===== src/include/mipsCore_cfg.svh =====
`ifndef MIPS_CORE_CFG_SVH
`define MIPS_CORE_CFG_SVH

// Address of the first instruction fetched after reset
`define MIPS_RESET_PC 32'h0040_0000

`define MIPS_XLEN 32          // Datapath and register width
`define MIPS_REG_COUNT 32     // Architectural registers
`define MIPS_REG_ADDR_W 5     // Register index width

// Data address bits decoded by the external data memory
`define MIPS_MEM_ADDR_BITS 14

`endif

===== src/verilog/mipsPkg.sv =====
`default_nettype none

`include "mipsCore_cfg.svh"

package mipsPkg;

    ////////////////////////////////////////////////////////////
    // Instruction encoding
    ////////////////////////////////////////////////////////////

    typedef enum logic [5:0] {
        OP_RTYPE = 6'h00,
        OP_J     = 6'h02,
        OP_BEQ   = 6'h04,
        OP_ADDI  = 6'h08,
        OP_ORI   = 6'h0D,
        OP_HALT  = 6'h0E,
        OP_LUI   = 6'h0F,
        OP_LW    = 6'h23,
        OP_SW    = 6'h2B
    } opcodeT;

    typedef enum logic [5:0] {
        FN_ADD = 6'h20,
        FN_SUB = 6'h22,
        FN_AND = 6'h24,
        FN_OR  = 6'h25,
        FN_SLT = 6'h2A
    } functT;

    typedef struct packed {
        opcodeT                      opcode;
        logic [`MIPS_REG_ADDR_W-1:0] rs;
        logic [`MIPS_REG_ADDR_W-1:0] rt;
        logic [`MIPS_REG_ADDR_W-1:0] rd;
        logic [4:0]                  shamt;
        functT                       funct;
    } rFormatT;

    // Jump target is the low 26 bits of this view
    typedef struct packed {
        opcodeT                      opcode;
        logic [`MIPS_REG_ADDR_W-1:0] rs;
        logic [`MIPS_REG_ADDR_W-1:0] rt;
        logic [15:0]                 imm;
    } iFormatT;

    typedef union packed {
        rFormatT r;
        iFormatT i;
    } instrT;

    ////////////////////////////////////////////////////////////
    // Control and pipeline bundles
    ////////////////////////////////////////////////////////////

    typedef enum logic [2:0] {
        ALU_AND = 3'b000,
        ALU_OR  = 3'b001,
        ALU_ADD = 3'b010,
        ALU_SUB = 3'b110,
        ALU_SLT = 3'b111
    } aluOpT;

    // All zeros is a nop
    typedef struct packed {
        logic  regWrite;
        logic  memWrite;
        logic  memToReg;
        logic  immToReg;   // lui
        logic  aluSrcImm;
        logic  zeroExtend; // ori
        aluOpT aluOp;
        logic  halt;
    } ctrlT;

    typedef enum logic [1:0] {
        FWD_NONE = 2'b00,
        FWD_WB   = 2'b01,
        FWD_MEM  = 2'b10
    } fwdSelT;

    typedef struct packed {
        ctrlT                        ctrl;
        logic [`MIPS_XLEN-1:0]       opA;
        logic [`MIPS_XLEN-1:0]       opB;
        logic [`MIPS_XLEN-1:0]       imm;
        logic [`MIPS_REG_ADDR_W-1:0] rs;
        logic [`MIPS_REG_ADDR_W-1:0] rt;
        logic [`MIPS_REG_ADDR_W-1:0] dest;
    } decExecT;

    typedef struct packed {
        ctrlT                        ctrl;
        logic [`MIPS_XLEN-1:0]       aluResult;
        logic [`MIPS_XLEN-1:0]       storeData;
        logic [`MIPS_REG_ADDR_W-1:0] dest;
    } execMemT;

    typedef struct packed {
        ctrlT                        ctrl;
        logic [`MIPS_XLEN-1:0]       aluResult;
        logic [`MIPS_XLEN-1:0]       loadData;
        logic [`MIPS_REG_ADDR_W-1:0] dest;
    } memWbT;

    typedef struct packed {
        logic [`MIPS_XLEN-1:0] addr;
        logic [`MIPS_XLEN-1:0] writeData;
        logic                  write;
    } dataMemReqT;

endpackage

`default_nettype wire


===== src/verilog/mipsPipeline.sv =====
`timescale 1ns/100ps
`default_nettype none

`include "mipsCore_cfg.svh"

module mipsPipeline (
    input  logic                   clk,
    input  logic                   reset,
    output logic [`MIPS_XLEN-1:0]  imemAddr,
    input  mipsPkg::instrT         imemData,
    output mipsPkg::dataMemReqT    dmemReq,
    input  logic [`MIPS_XLEN-1:0]  dmemReadData,
    output logic                   halt
);

    logic [`MIPS_XLEN-1:0] pc;
    logic [`MIPS_XLEN-1:0] pcPlus4;
    logic [`MIPS_XLEN-1:0] nextPc;
    logic [`MIPS_XLEN-1:0] decPcPlus4;
    logic [`MIPS_XLEN-1:0] branchTarget;
    logic [`MIPS_XLEN-1:0] jumpTarget;
    logic [`MIPS_XLEN-1:0] execResult;
    logic [`MIPS_XLEN-1:0] execStore;
    logic [`MIPS_XLEN-1:0] writeBack;

    mipsPkg::instrT   decInstr;
    mipsPkg::decExecT decBundle;    // Built in decode
    mipsPkg::decExecT execBundle;
    mipsPkg::execMemT memBundle;
    mipsPkg::memWbT   wbBundle;
    mipsPkg::fwdSelT  fwdExecA;
    mipsPkg::fwdSelT  fwdExecB;

    logic decBranch;
    logic decJump;
    logic branchTaken;
    logic fwdDecA;
    logic fwdDecB;
    logic stall;
    logic flushFetch;
    logic flushExec;
    logic halting;

    ////////////////////////////////////////////////////////////
    // Fetch
    ////////////////////////////////////////////////////////////

    assign imemAddr = pc;
    assign pcPlus4 = pc + `MIPS_XLEN'd4;
    assign nextPc = decJump ? jumpTarget : (branchTaken ? branchTarget : pcPlus4);

    always_ff @(posedge clk, posedge reset) begin
        if (reset) begin
            pc <= `MIPS_RESET_PC;
        end else if (!stall) begin
            pc <= nextPc;
        end
    end

    // Halt or redirect loads a nop into decode
    always_ff @(posedge clk, posedge reset) begin
        if (reset) begin
            decInstr   <= '0;
            decPcPlus4 <= `MIPS_RESET_PC;
        end else if (flushFetch || halting) begin
            decInstr <= '0;
        end else if (!stall) begin
            decInstr   <= imemData;
            decPcPlus4 <= pcPlus4;
        end
    end

    ////////////////////////////////////////////////////////////
    // Decode
    ////////////////////////////////////////////////////////////

    controlDecoder ctrlDec (
        .instr (decInstr),
        .ctrl  (decBundle.ctrl),
        .branch(decBranch),
        .jump  (decJump)
    );

    assign decBundle.rs = decInstr.r.rs;
    assign decBundle.rt = decInstr.r.rt;

    decodeStage decode (
        .clk         (clk),
        .reset       (reset),
        .instr       (decInstr),
        .pcPlus4     (decPcPlus4),
        .zeroExtend  (decBundle.ctrl.zeroExtend),
        .regDst      (!decBundle.ctrl.aluSrcImm),   // R-format writes rd
        .branch      (decBranch),
        .wbAddr      (wbBundle.dest),
        .wbEnable    (wbBundle.ctrl.regWrite),
        .wbData      (writeBack),
        .memResult   (memBundle.aluResult),
        .fwdA        (fwdDecA),
        .fwdB        (fwdDecB),
        .operandA    (decBundle.opA),
        .operandB    (decBundle.opB),
        .immExt      (decBundle.imm),
        .destAddr    (decBundle.dest),
        .branchTaken (branchTaken),
        .branchTarget(branchTarget),
        .jumpTarget  (jumpTarget)
    );

    assign halting = decBundle.ctrl.halt || execBundle.ctrl.halt ||
                     memBundle.ctrl.halt || wbBundle.ctrl.halt || halt;

    hazardUnit hazard (
        .decRs      (decInstr.r.rs),
        .decRt      (decInstr.r.rt),
        .decBranch  (decBranch),
        .decJump    (decJump),
        .decUsesRt  (!decBundle.ctrl.aluSrcImm || decBundle.ctrl.memWrite),
        .execBundle (execBundle),
        .memDest    (memBundle.dest),
        .memCtrl    (memBundle.ctrl),
        .wbDest     (wbBundle.dest),
        .wbCtrl     (wbBundle.ctrl),
        .branchTaken(branchTaken),
        .halting    (halting),
        .fwdExecA   (fwdExecA),
        .fwdExecB   (fwdExecB),
        .fwdDecA    (fwdDecA),
        .fwdDecB    (fwdDecB),
        .stall      (stall),
        .flushFetch (flushFetch),
        .flushExec  (flushExec)
    );

    ////////////////////////////////////////////////////////////
    // Execute, memory, writeback
    ////////////////////////////////////////////////////////////

    always_ff @(posedge clk, posedge reset) begin
        if (reset) begin
            execBundle <= '0;
        end else begin
            execBundle <= flushExec ? '0 : decBundle;
        end
    end

    executeStage execute (
        .bundle   (execBundle),
        .memResult(memBundle.aluResult),
        .wbResult (writeBack),
        .fwdA     (fwdExecA),
        .fwdB     (fwdExecB),
        .result   (execResult),
        .storeData(execStore)
    );

    always_ff @(posedge clk, posedge reset) begin
        if (reset) begin
            memBundle <= '0;
            wbBundle  <= '0;
        end else begin
            memBundle <= '{ctrl: execBundle.ctrl, aluResult: execResult,
                           storeData: execStore, dest: execBundle.dest};
            wbBundle  <= '{ctrl: memBundle.ctrl, aluResult: memBundle.aluResult,
                           loadData: dmemReadData, dest: memBundle.dest};
        end
    end

    assign dmemReq = '{addr: memBundle.aluResult, writeData: memBundle.storeData,
                       write: memBundle.ctrl.memWrite};

    assign writeBack = wbBundle.ctrl.memToReg ? wbBundle.loadData : wbBundle.aluResult;

    always_ff @(posedge clk, posedge reset) begin
        if (reset) begin
            halt <= 1'b0;
        end else if (wbBundle.ctrl.halt) begin
            halt <= 1'b1;   // Sticky until reset
        end
    end

    // Every store is older than the halt, so none may follow it
    assert property (@(posedge clk) disable iff (reset) halt |-> !dmemReq.write)
        else $error("mipsPipeline: store issued after halt");

endmodule

`default_nettype wire


===== src/verilog/hazardUnit.sv =====
`timescale 1ns/100ps
`default_nettype none

`include "mipsCore_cfg.svh"

module hazardUnit (
    input  logic [`MIPS_REG_ADDR_W-1:0] decRs,
    input  logic [`MIPS_REG_ADDR_W-1:0] decRt,
    input  logic                        decBranch,
    input  logic                        decJump,
    input  logic                        decUsesRt,
    input  mipsPkg::decExecT            execBundle,
    input  logic [`MIPS_REG_ADDR_W-1:0] memDest,
    input  mipsPkg::ctrlT               memCtrl,
    input  logic [`MIPS_REG_ADDR_W-1:0] wbDest,
    input  mipsPkg::ctrlT               wbCtrl,
    input  logic                        branchTaken,
    input  logic                        halting,
    output mipsPkg::fwdSelT             fwdExecA,
    output mipsPkg::fwdSelT             fwdExecB,
    output logic                        fwdDecA,
    output logic                        fwdDecB,
    output logic                        stall,
    output logic                        flushFetch,
    output logic                        flushExec
);

    logic loadUse;
    logic branchOnExec;
    logic branchOnLoad;
    logic dataHazard;

    // Source matches a live destination other than r0
    function automatic logic hits(
        input logic [`MIPS_REG_ADDR_W-1:0] src,
        input logic [`MIPS_REG_ADDR_W-1:0] dst,
        input logic                        writes
    );
        hits = writes && (src != '0) && (src == dst);
    endfunction

    // Memory stage holds the younger result, so it wins
    assign fwdExecA = hits(execBundle.rs, memDest, memCtrl.regWrite) ? mipsPkg::FWD_MEM :
                      hits(execBundle.rs, wbDest, wbCtrl.regWrite)   ? mipsPkg::FWD_WB  :
                                                                       mipsPkg::FWD_NONE;
    assign fwdExecB = hits(execBundle.rt, memDest, memCtrl.regWrite) ? mipsPkg::FWD_MEM :
                      hits(execBundle.rt, wbDest, wbCtrl.regWrite)   ? mipsPkg::FWD_WB  :
                                                                       mipsPkg::FWD_NONE;

    assign fwdDecA = hits(decRs, memDest, memCtrl.regWrite);
    assign fwdDecB = hits(decRt, memDest, memCtrl.regWrite);

    ////////////////////////////////////////////////////////////
    // Stalls
    ////////////////////////////////////////////////////////////

    assign loadUse = execBundle.ctrl.memToReg &&
                     (hits(decRs, execBundle.dest, 1'b1) ||
                      (decUsesRt && hits(decRt, execBundle.dest, 1'b1)));

    // Comparator sits in decode, so an ALU result one stage ahead is too late
    assign branchOnExec = decBranch &&
                          (hits(decRs, execBundle.dest, execBundle.ctrl.regWrite) ||
                           hits(decRt, execBundle.dest, execBundle.ctrl.regWrite));
    assign branchOnLoad = decBranch && memCtrl.memToReg &&
                          (hits(decRs, memDest, 1'b1) || hits(decRt, memDest, 1'b1));

    assign dataHazard = loadUse || branchOnExec || branchOnLoad;

    assign stall = dataHazard || halting;
    assign flushExec = dataHazard;                           // Bubble into execute
    assign flushFetch = (branchTaken || decJump) && !stall;  // Wrong-path fetch

endmodule

`default_nettype wire


===== src/verilog/executeStage.sv =====
`timescale 1ns/100ps
`default_nettype none

`include "mipsCore_cfg.svh"

module executeStage (
    input  mipsPkg::decExecT      bundle,
    input  logic [`MIPS_XLEN-1:0] memResult,
    input  logic [`MIPS_XLEN-1:0] wbResult,
    input  mipsPkg::fwdSelT       fwdA,
    input  mipsPkg::fwdSelT       fwdB,
    output logic [`MIPS_XLEN-1:0] result,
    output logic [`MIPS_XLEN-1:0] storeData
);

    logic [`MIPS_XLEN-1:0] srcA;
    logic [`MIPS_XLEN-1:0] srcB;
    logic [`MIPS_XLEN-1:0] aluOut;

    function automatic logic [`MIPS_XLEN-1:0] pickOperand(
        input mipsPkg::fwdSelT       sel,
        input logic [`MIPS_XLEN-1:0] regValue,
        input logic [`MIPS_XLEN-1:0] memValue,
        input logic [`MIPS_XLEN-1:0] wbValue
    );
        case (sel)
            mipsPkg::FWD_MEM: pickOperand = memValue;
            mipsPkg::FWD_WB:  pickOperand = wbValue;
            default:          pickOperand = regValue;
        endcase
    endfunction

    assign srcA = pickOperand(fwdA, bundle.opA, memResult, wbResult);
    assign storeData = pickOperand(fwdB, bundle.opB, memResult, wbResult);
    assign srcB = bundle.ctrl.aluSrcImm ? bundle.imm : storeData;

    ////////////////////////////////////////////////////////////
    // ALU
    ////////////////////////////////////////////////////////////

    always_comb begin
        case (bundle.ctrl.aluOp)
            mipsPkg::ALU_AND: aluOut = srcA & srcB;
            mipsPkg::ALU_OR:  aluOut = srcA | srcB;
            mipsPkg::ALU_ADD: aluOut = srcA + srcB;
            mipsPkg::ALU_SUB: aluOut = srcA - srcB;
            mipsPkg::ALU_SLT: aluOut = {{(`MIPS_XLEN-1){1'b0}}, $signed(srcA) < $signed(srcB)};
            default:          aluOut = '0;
        endcase
    end

    assign result = bundle.ctrl.immToReg ? {bundle.imm[15:0], 16'b0} : aluOut; // lui

endmodule

`default_nettype wire


===== src/verilog/decodeStage.sv =====
`timescale 1ns/100ps
`default_nettype none

`include "mipsCore_cfg.svh"

module decodeStage (
    input  logic                        clk,
    input  logic                        reset,
    input  mipsPkg::instrT              instr,
    input  logic [`MIPS_XLEN-1:0]       pcPlus4,
    input  logic                        zeroExtend,
    input  logic                        regDst,
    input  logic                        branch,
    input  logic [`MIPS_REG_ADDR_W-1:0] wbAddr,
    input  logic                        wbEnable,
    input  logic [`MIPS_XLEN-1:0]       wbData,
    input  logic [`MIPS_XLEN-1:0]       memResult,
    input  logic                        fwdA,
    input  logic                        fwdB,
    output logic [`MIPS_XLEN-1:0]       operandA,
    output logic [`MIPS_XLEN-1:0]       operandB,
    output logic [`MIPS_XLEN-1:0]       immExt,
    output logic [`MIPS_REG_ADDR_W-1:0] destAddr,
    output logic                        branchTaken,
    output logic [`MIPS_XLEN-1:0]       branchTarget,
    output logic [`MIPS_XLEN-1:0]       jumpTarget
);

    logic [`MIPS_XLEN-1:0] cmpA;
    logic [`MIPS_XLEN-1:0] cmpB;

    registerFile regs (
        .clk        (clk),
        .reset      (reset),
        .readAddrA  (instr.r.rs),
        .readAddrB  (instr.r.rt),
        .writeAddr  (wbAddr),
        .writeEnable(wbEnable),
        .writeData  (wbData),
        .readDataA  (operandA),
        .readDataB  (operandB)
    );

    assign immExt = zeroExtend ? {16'b0, instr.i.imm} : {{16{instr.i.imm[15]}}, instr.i.imm};
    assign destAddr = regDst ? instr.r.rd : instr.r.rt;

    // beq resolves here, with the ALU result in memory bypassed in
    assign cmpA = fwdA ? memResult : operandA;
    assign cmpB = fwdB ? memResult : operandB;
    assign branchTaken = branch && (cmpA == cmpB);

    assign branchTarget = pcPlus4 + {immExt[`MIPS_XLEN-3:0], 2'b00};
    assign jumpTarget = {pcPlus4[31:28], instr.i.rs, instr.i.rt, instr.i.imm, 2'b00};

endmodule

`default_nettype wire


===== src/verilog/registerFile.sv =====
`timescale 1ns/100ps
`default_nettype none

`include "mipsCore_cfg.svh"

module registerFile (
    input  logic                        clk,
    input  logic                        reset,
    input  logic [`MIPS_REG_ADDR_W-1:0] readAddrA,
    input  logic [`MIPS_REG_ADDR_W-1:0] readAddrB,
    input  logic [`MIPS_REG_ADDR_W-1:0] writeAddr,
    input  logic                        writeEnable,
    input  logic [`MIPS_XLEN-1:0]       writeData,
    output logic [`MIPS_XLEN-1:0]       readDataA,
    output logic [`MIPS_XLEN-1:0]       readDataB
);

    logic [`MIPS_XLEN-1:0] regs [`MIPS_REG_COUNT];

    always_ff @(posedge clk, posedge reset) begin
        if (reset) begin
            for (int i = 0; i < `MIPS_REG_COUNT; i++) begin
                regs[i] <= '0;
            end
        end else if (writeEnable && writeAddr != '0) begin
            regs[writeAddr] <= writeData;   // r0 keeps its reset value
        end
    end

    // Writeback value passes straight through to a same-cycle read
    always_comb begin
        readDataA = regs[readAddrA];
        readDataB = regs[readAddrB];
        if (writeEnable && writeAddr != '0 && writeAddr == readAddrA) begin
            readDataA = writeData;
        end
        if (writeEnable && writeAddr != '0 && writeAddr == readAddrB) begin
            readDataB = writeData;
        end
    end

    assert property (@(posedge clk) disable iff (reset) readAddrA == '0 |-> readDataA == '0)
        else $error("registerFile: r0 read back nonzero");

endmodule

`default_nettype wire


===== src/verilog/controlDecoder.sv =====
`timescale 1ns/100ps
`default_nettype none

module controlDecoder (
    input  mipsPkg::instrT instr,
    output mipsPkg::ctrlT  ctrl,
    output logic           branch,
    output logic           jump
);

    always_comb begin
        ctrl   = '0;
        branch = 1'b0;
        jump   = 1'b0;
        case (instr.i.opcode)
            mipsPkg::OP_RTYPE: begin
                ctrl.regWrite = 1'b1;
                case (instr.r.funct)
                    mipsPkg::FN_ADD: ctrl.aluOp = mipsPkg::ALU_ADD;
                    mipsPkg::FN_SUB: ctrl.aluOp = mipsPkg::ALU_SUB;
                    mipsPkg::FN_AND: ctrl.aluOp = mipsPkg::ALU_AND;
                    mipsPkg::FN_OR:  ctrl.aluOp = mipsPkg::ALU_OR;
                    mipsPkg::FN_SLT: ctrl.aluOp = mipsPkg::ALU_SLT;
                    default:         ctrl.regWrite = 1'b0; // Unsupported funct or nop
                endcase
            end
            mipsPkg::OP_LW: begin
                ctrl.regWrite  = 1'b1;
                ctrl.memToReg  = 1'b1;
                ctrl.aluSrcImm = 1'b1;
                ctrl.aluOp     = mipsPkg::ALU_ADD;
            end
            mipsPkg::OP_SW: begin
                ctrl.memWrite  = 1'b1;
                ctrl.aluSrcImm = 1'b1;
                ctrl.aluOp     = mipsPkg::ALU_ADD;
            end
            mipsPkg::OP_ADDI: begin
                ctrl.regWrite  = 1'b1;
                ctrl.aluSrcImm = 1'b1;
                ctrl.aluOp     = mipsPkg::ALU_ADD;
            end
            mipsPkg::OP_ORI: begin
                ctrl.regWrite   = 1'b1;
                ctrl.aluSrcImm  = 1'b1;
                ctrl.zeroExtend = 1'b1;
                ctrl.aluOp      = mipsPkg::ALU_OR;
            end
            mipsPkg::OP_LUI: begin
                ctrl.regWrite  = 1'b1;
                ctrl.aluSrcImm = 1'b1;   // Selects rt as destination
                ctrl.immToReg  = 1'b1;
            end
            mipsPkg::OP_BEQ:  branch = 1'b1;
            mipsPkg::OP_J:    jump = 1'b1;
            mipsPkg::OP_HALT: ctrl.halt = 1'b1;
            default: ;                   // Unknown opcode decodes to nop
        endcase
    end

endmodule

`default_nettype wire


===== config.mk =====
export PLATFORM = sky130hd
export DESIGN_NAME = mipsPipeline
export DESIGN_NICKNAME = d
export VERILOG_FILES = /design/src/verilog/mipsPkg.sv /design/src/verilog/mipsPipeline.sv /design/src/verilog/hazardUnit.sv /design/src/verilog/executeStage.sv /design/src/verilog/decodeStage.sv /design/src/verilog/registerFile.sv /design/src/verilog/controlDecoder.sv
export VERILOG_INCLUDE_DIRS = /design/src /design/src/include
export SDC_FILE = /design/constraint.sdc
export NUM_CORES = 2
export LEC_CHECK = 0
export BUFFER_PORTS_ARGS = -buffer_cell sky130_fd_sc_hd__buf_4
export CORE_MARGIN = 3
export CORE_UTILIZATION = 57
export DETAILED_ROUTE_END_ITERATION = 16
export PLACE_DENSITY = 0.76
export SYNTH_ARGS = -nofsm -noshare
export SYNTH_HDL_FRONTEND = slang
export SYNTH_SLANG_ARGS = --single-unit

===== constraint.sdc =====
create_clock -name clk -period 51.6 [get_ports clk]
set_input_delay 10.32 -clock clk [delete_from_list [all_inputs] [get_ports clk]]
set_output_delay 10.32 -clock clk [all_outputs]
set_load 0.01 [all_outputs]

==> results.txt <==
Hold Fails Final Rpt: 0
Final number of setup-violating endpoints: 0
Main combinational cell family by area after synthesis: multiplexers
Largest net degree at the start of global routing: 169
Synth Area in XOR/XNOR: 1.75%
TritonCTS clock tree: built
Synth Area in Adders: 2.22%
Synthesized cell area: 74700 um^2
NumNets Final: 7272
Fmax: 71.4 MHz
Worst-Skew Late Latency: 0.81 ns
Min cycle time layout: 14.01 ns
Port-buffer cells: 163
CTS Sinks: 1371
RSZ-0062 raised after global routing: false
Post-DP HPWL: 167 mm
R2r worst-path depth: 15
Sw frac: 40.3%
Seq/Total Area, Yosys: 45.9%
Vias per cell: 6.93
Total congestion overflow: 0
Int Pwr: 2500 uW
Area grow syn2layout: 9.68%
CP Capture Type: asynchronous set/reset pin
Status: finished, final reports clean
Flop pwr share: 34.9%
Initial Utilization: 57.6%
Final instance area: 81900 um^2
Crit path DAT: 14.80 ns
Worst clock skew: 0.0311 ns
Drt first pass iters: 7
Synth cell types: 93
Mapped Nets: 7470
Syn. warnings: 0
WP data required: 52.39 ns
Slowest CP cell: buf_4
Chip Width: 368 um
Top post-synthesis cells by area: dfrtp_1 46%, mux4_2 13%, o21ai_0 5.5%
Vias in the first global route: 60719
CORE AREA: 130000 um^2
Clock network power share: 25.8%
Setup_tns: 0 ns
Clock root buffer: clkbuf_16
H-tree depth: 4
DR iter-0 viols: 9112
Post-synth top flop: dfrtp_1
Comb pwr share: 39.3%
Hold slack: 0.374 ns
Compound-cell area share of the yosys netlist: 15.7%
Cell count after synthesis: 7273
Crit path cell chain: buf_4 > inv_8 > buf_12 > buf_4 > buf_4 > buf_4
Async SR Flop Fraction: 100%
Postcts setup bufs: 0
TritonCTS Buffers: 146
CP dominant cell by count: buf_4
Crit path kind: primary input to asynchronous set/reset pin
Area after DPL: 77000 um^2
Static Leakage: 0.0353 uW
Power Density: 51.1 nW/um^2
Fraction of the mapped netlist area in simple logic gates: 11.6%
WL per Instance: 29.3 um
Die height: 368 um
Tot GR Track Use: 38.5%
Share of cells above drive strength 1: 16.0%
Synth top area share: 45.9%
Max cap viols: 0
CP startpoint kind: primary input
DR DRC count: 0
ANT nets after route: 0
Critical Path Max Stage Delay: 0.86 ns
Worst vdd ir: 0.0415 mV
Hold/Removal Path Class: flop to flop
Final core utilization: 63.1%
Slew HR: 12.5%
Post-synth EDFFs: 0
Via count: 61993
Die area: 135000 um^2
# IOs: 164
Global-route wire length before repair: 391 mm
Post-synthesis mux area share: 18.1%
Sw power: 1690 uW
Syn_area_per_cell: 10.3 um^2
Worst hold stages: 0
Final slew viol count: 0
# resized after CTS: 0
Final wirelength: 262 mm
Total power: 4190 uW
Clock transition at the registers of the reported paths: 0.06 ns
# rows: 132
FF+latch count, synth: 1371
Placer Congestion: 0.989
Actual slew at the worst max-slew pin: 1.28 ns
Fin crit share: 27.1%
Worst Path Max Fanout: 168
Clock Path Buffers: 3
Cell taking the most area after synthesis: dfrtp_1
Initial antenna violation count: 19
Post-CTS Hold Buffers: 0
cells in the mapped netlist, types with 74 or more instances:
cell type and n:
buf_2 81, mux4_2 434, a22oi_1 229, nor2_1 672, inv_1 132, clkbuf_1 487
nand2_1 898, dfrtp_1 1369, nand3_1 127, a21oi_1 557, nor3_1 74, xnor2_1 100
ha_1 128, o21ai_0 822, mux2i_1 294
worst max-delay path, delay by kind of cell:
family                 cells  cell delay, ns
buffers and inverters      6            3.84
logic make-up (layout without fill, tap and decap cells):
logic type / Yosys count / count (layout)
AO/OA/AOI/OAI: 1998 / 1998
AND/OR/NAND/NOR: 2030 / 2030
multiplexers: 793 / 793
flip-flops: 1371 / 1371
XOR/XNOR: 149 / 149
other: 0 / 20
adder cells (fa/ha/maj): 131 / 131
buffers and inverters: 801 / 712
power groups by stage:
stage	Sequential, uW	Clock, uW	Combinational [uW]
CTS	1450	1080	1600
global route	1480	1130	1750
finish	1460	1080	1650
global placement	1460	0	1560
floorplan	1380	0	1160
detailed placement	1470	0	1590
sequential cells by signal, summed over array words and instances (netlist names):
signal            flops
decode.regs.regs   1024
halt                  1
dmemReq              65
imemAddr             32
decInstr             32
decPcPlus4           32
wbBundle             72
memBundle             8
execBundle          105
final timing paths:
check	end	slack [ns]	from
max	decode.regs.regs[772]	37.59	reset
min	memBundle[78]	0.37	execBundle[120]
max reg2reg	decPcPlus4[10]	43.80	decInstr[17]
min reg2reg	memBundle[78]	0.37	execBundle[120]
max in group clk	dmemReq[63]	39.62	dmemReq[63]
min in group asynchronous	decode.regs.regs[705]	9.73	reset
stage by stage:
stage               setup WS (ns)  instances
floorplan                    2.63       7273
global placement            36.91       8669
detailed placement          36.81       8669
CTS                         37.66       8926
global route                37.11       8926
finish                      37.59       8946
layer usage:
metal / wire length (um) / track usage [%] / vias to the layer above / part of all wire (%)
li1: - / - / 25858 / -
met1: 92200 / 49.1 / 30478 / 35
met2: 112000 / 55.2 / 4474 / 43
met3: 37600 / 14.6 / 1177 / 14
met4: 20000 / 25.1 / 6 / 7.6
met5: 47 / 0 / - / 0.018
cells in the final DEF (no fill, tap or decap), types with 35 or more instances in the layout:
cell type  count
clkbuf_8      35
dfrtp_1     1361
a21oi_1      557
ha_1         128
a22oi_1      228
o21ai_0      821
nand3_1      127
mux2_2        35
mux2i_1      262
xor2_1        49
inv_1        131
xnor2_1      100
nor2_1       655
nand4_1       58
a22o_1        42
mux4_2       434
clkbuf_16    148
buf_4        314
nor3_1        71
nand2_1      883
o22ai_1       40
layout make-up:
class | count | area [um^2]
tap | 1742 | 2180
sequential | 1371 | 34300
clock buffer | 210 | 4290
antenna | 20 | 50.0
multi-input combinational | 5101 | 37500
fill | 10120 | 47900
inverter | 135 | 514
clock inverter | 47 | 581
timing repair buffer | 320 | 2480
No activity file was read; power rests on OpenSTA's default activity.
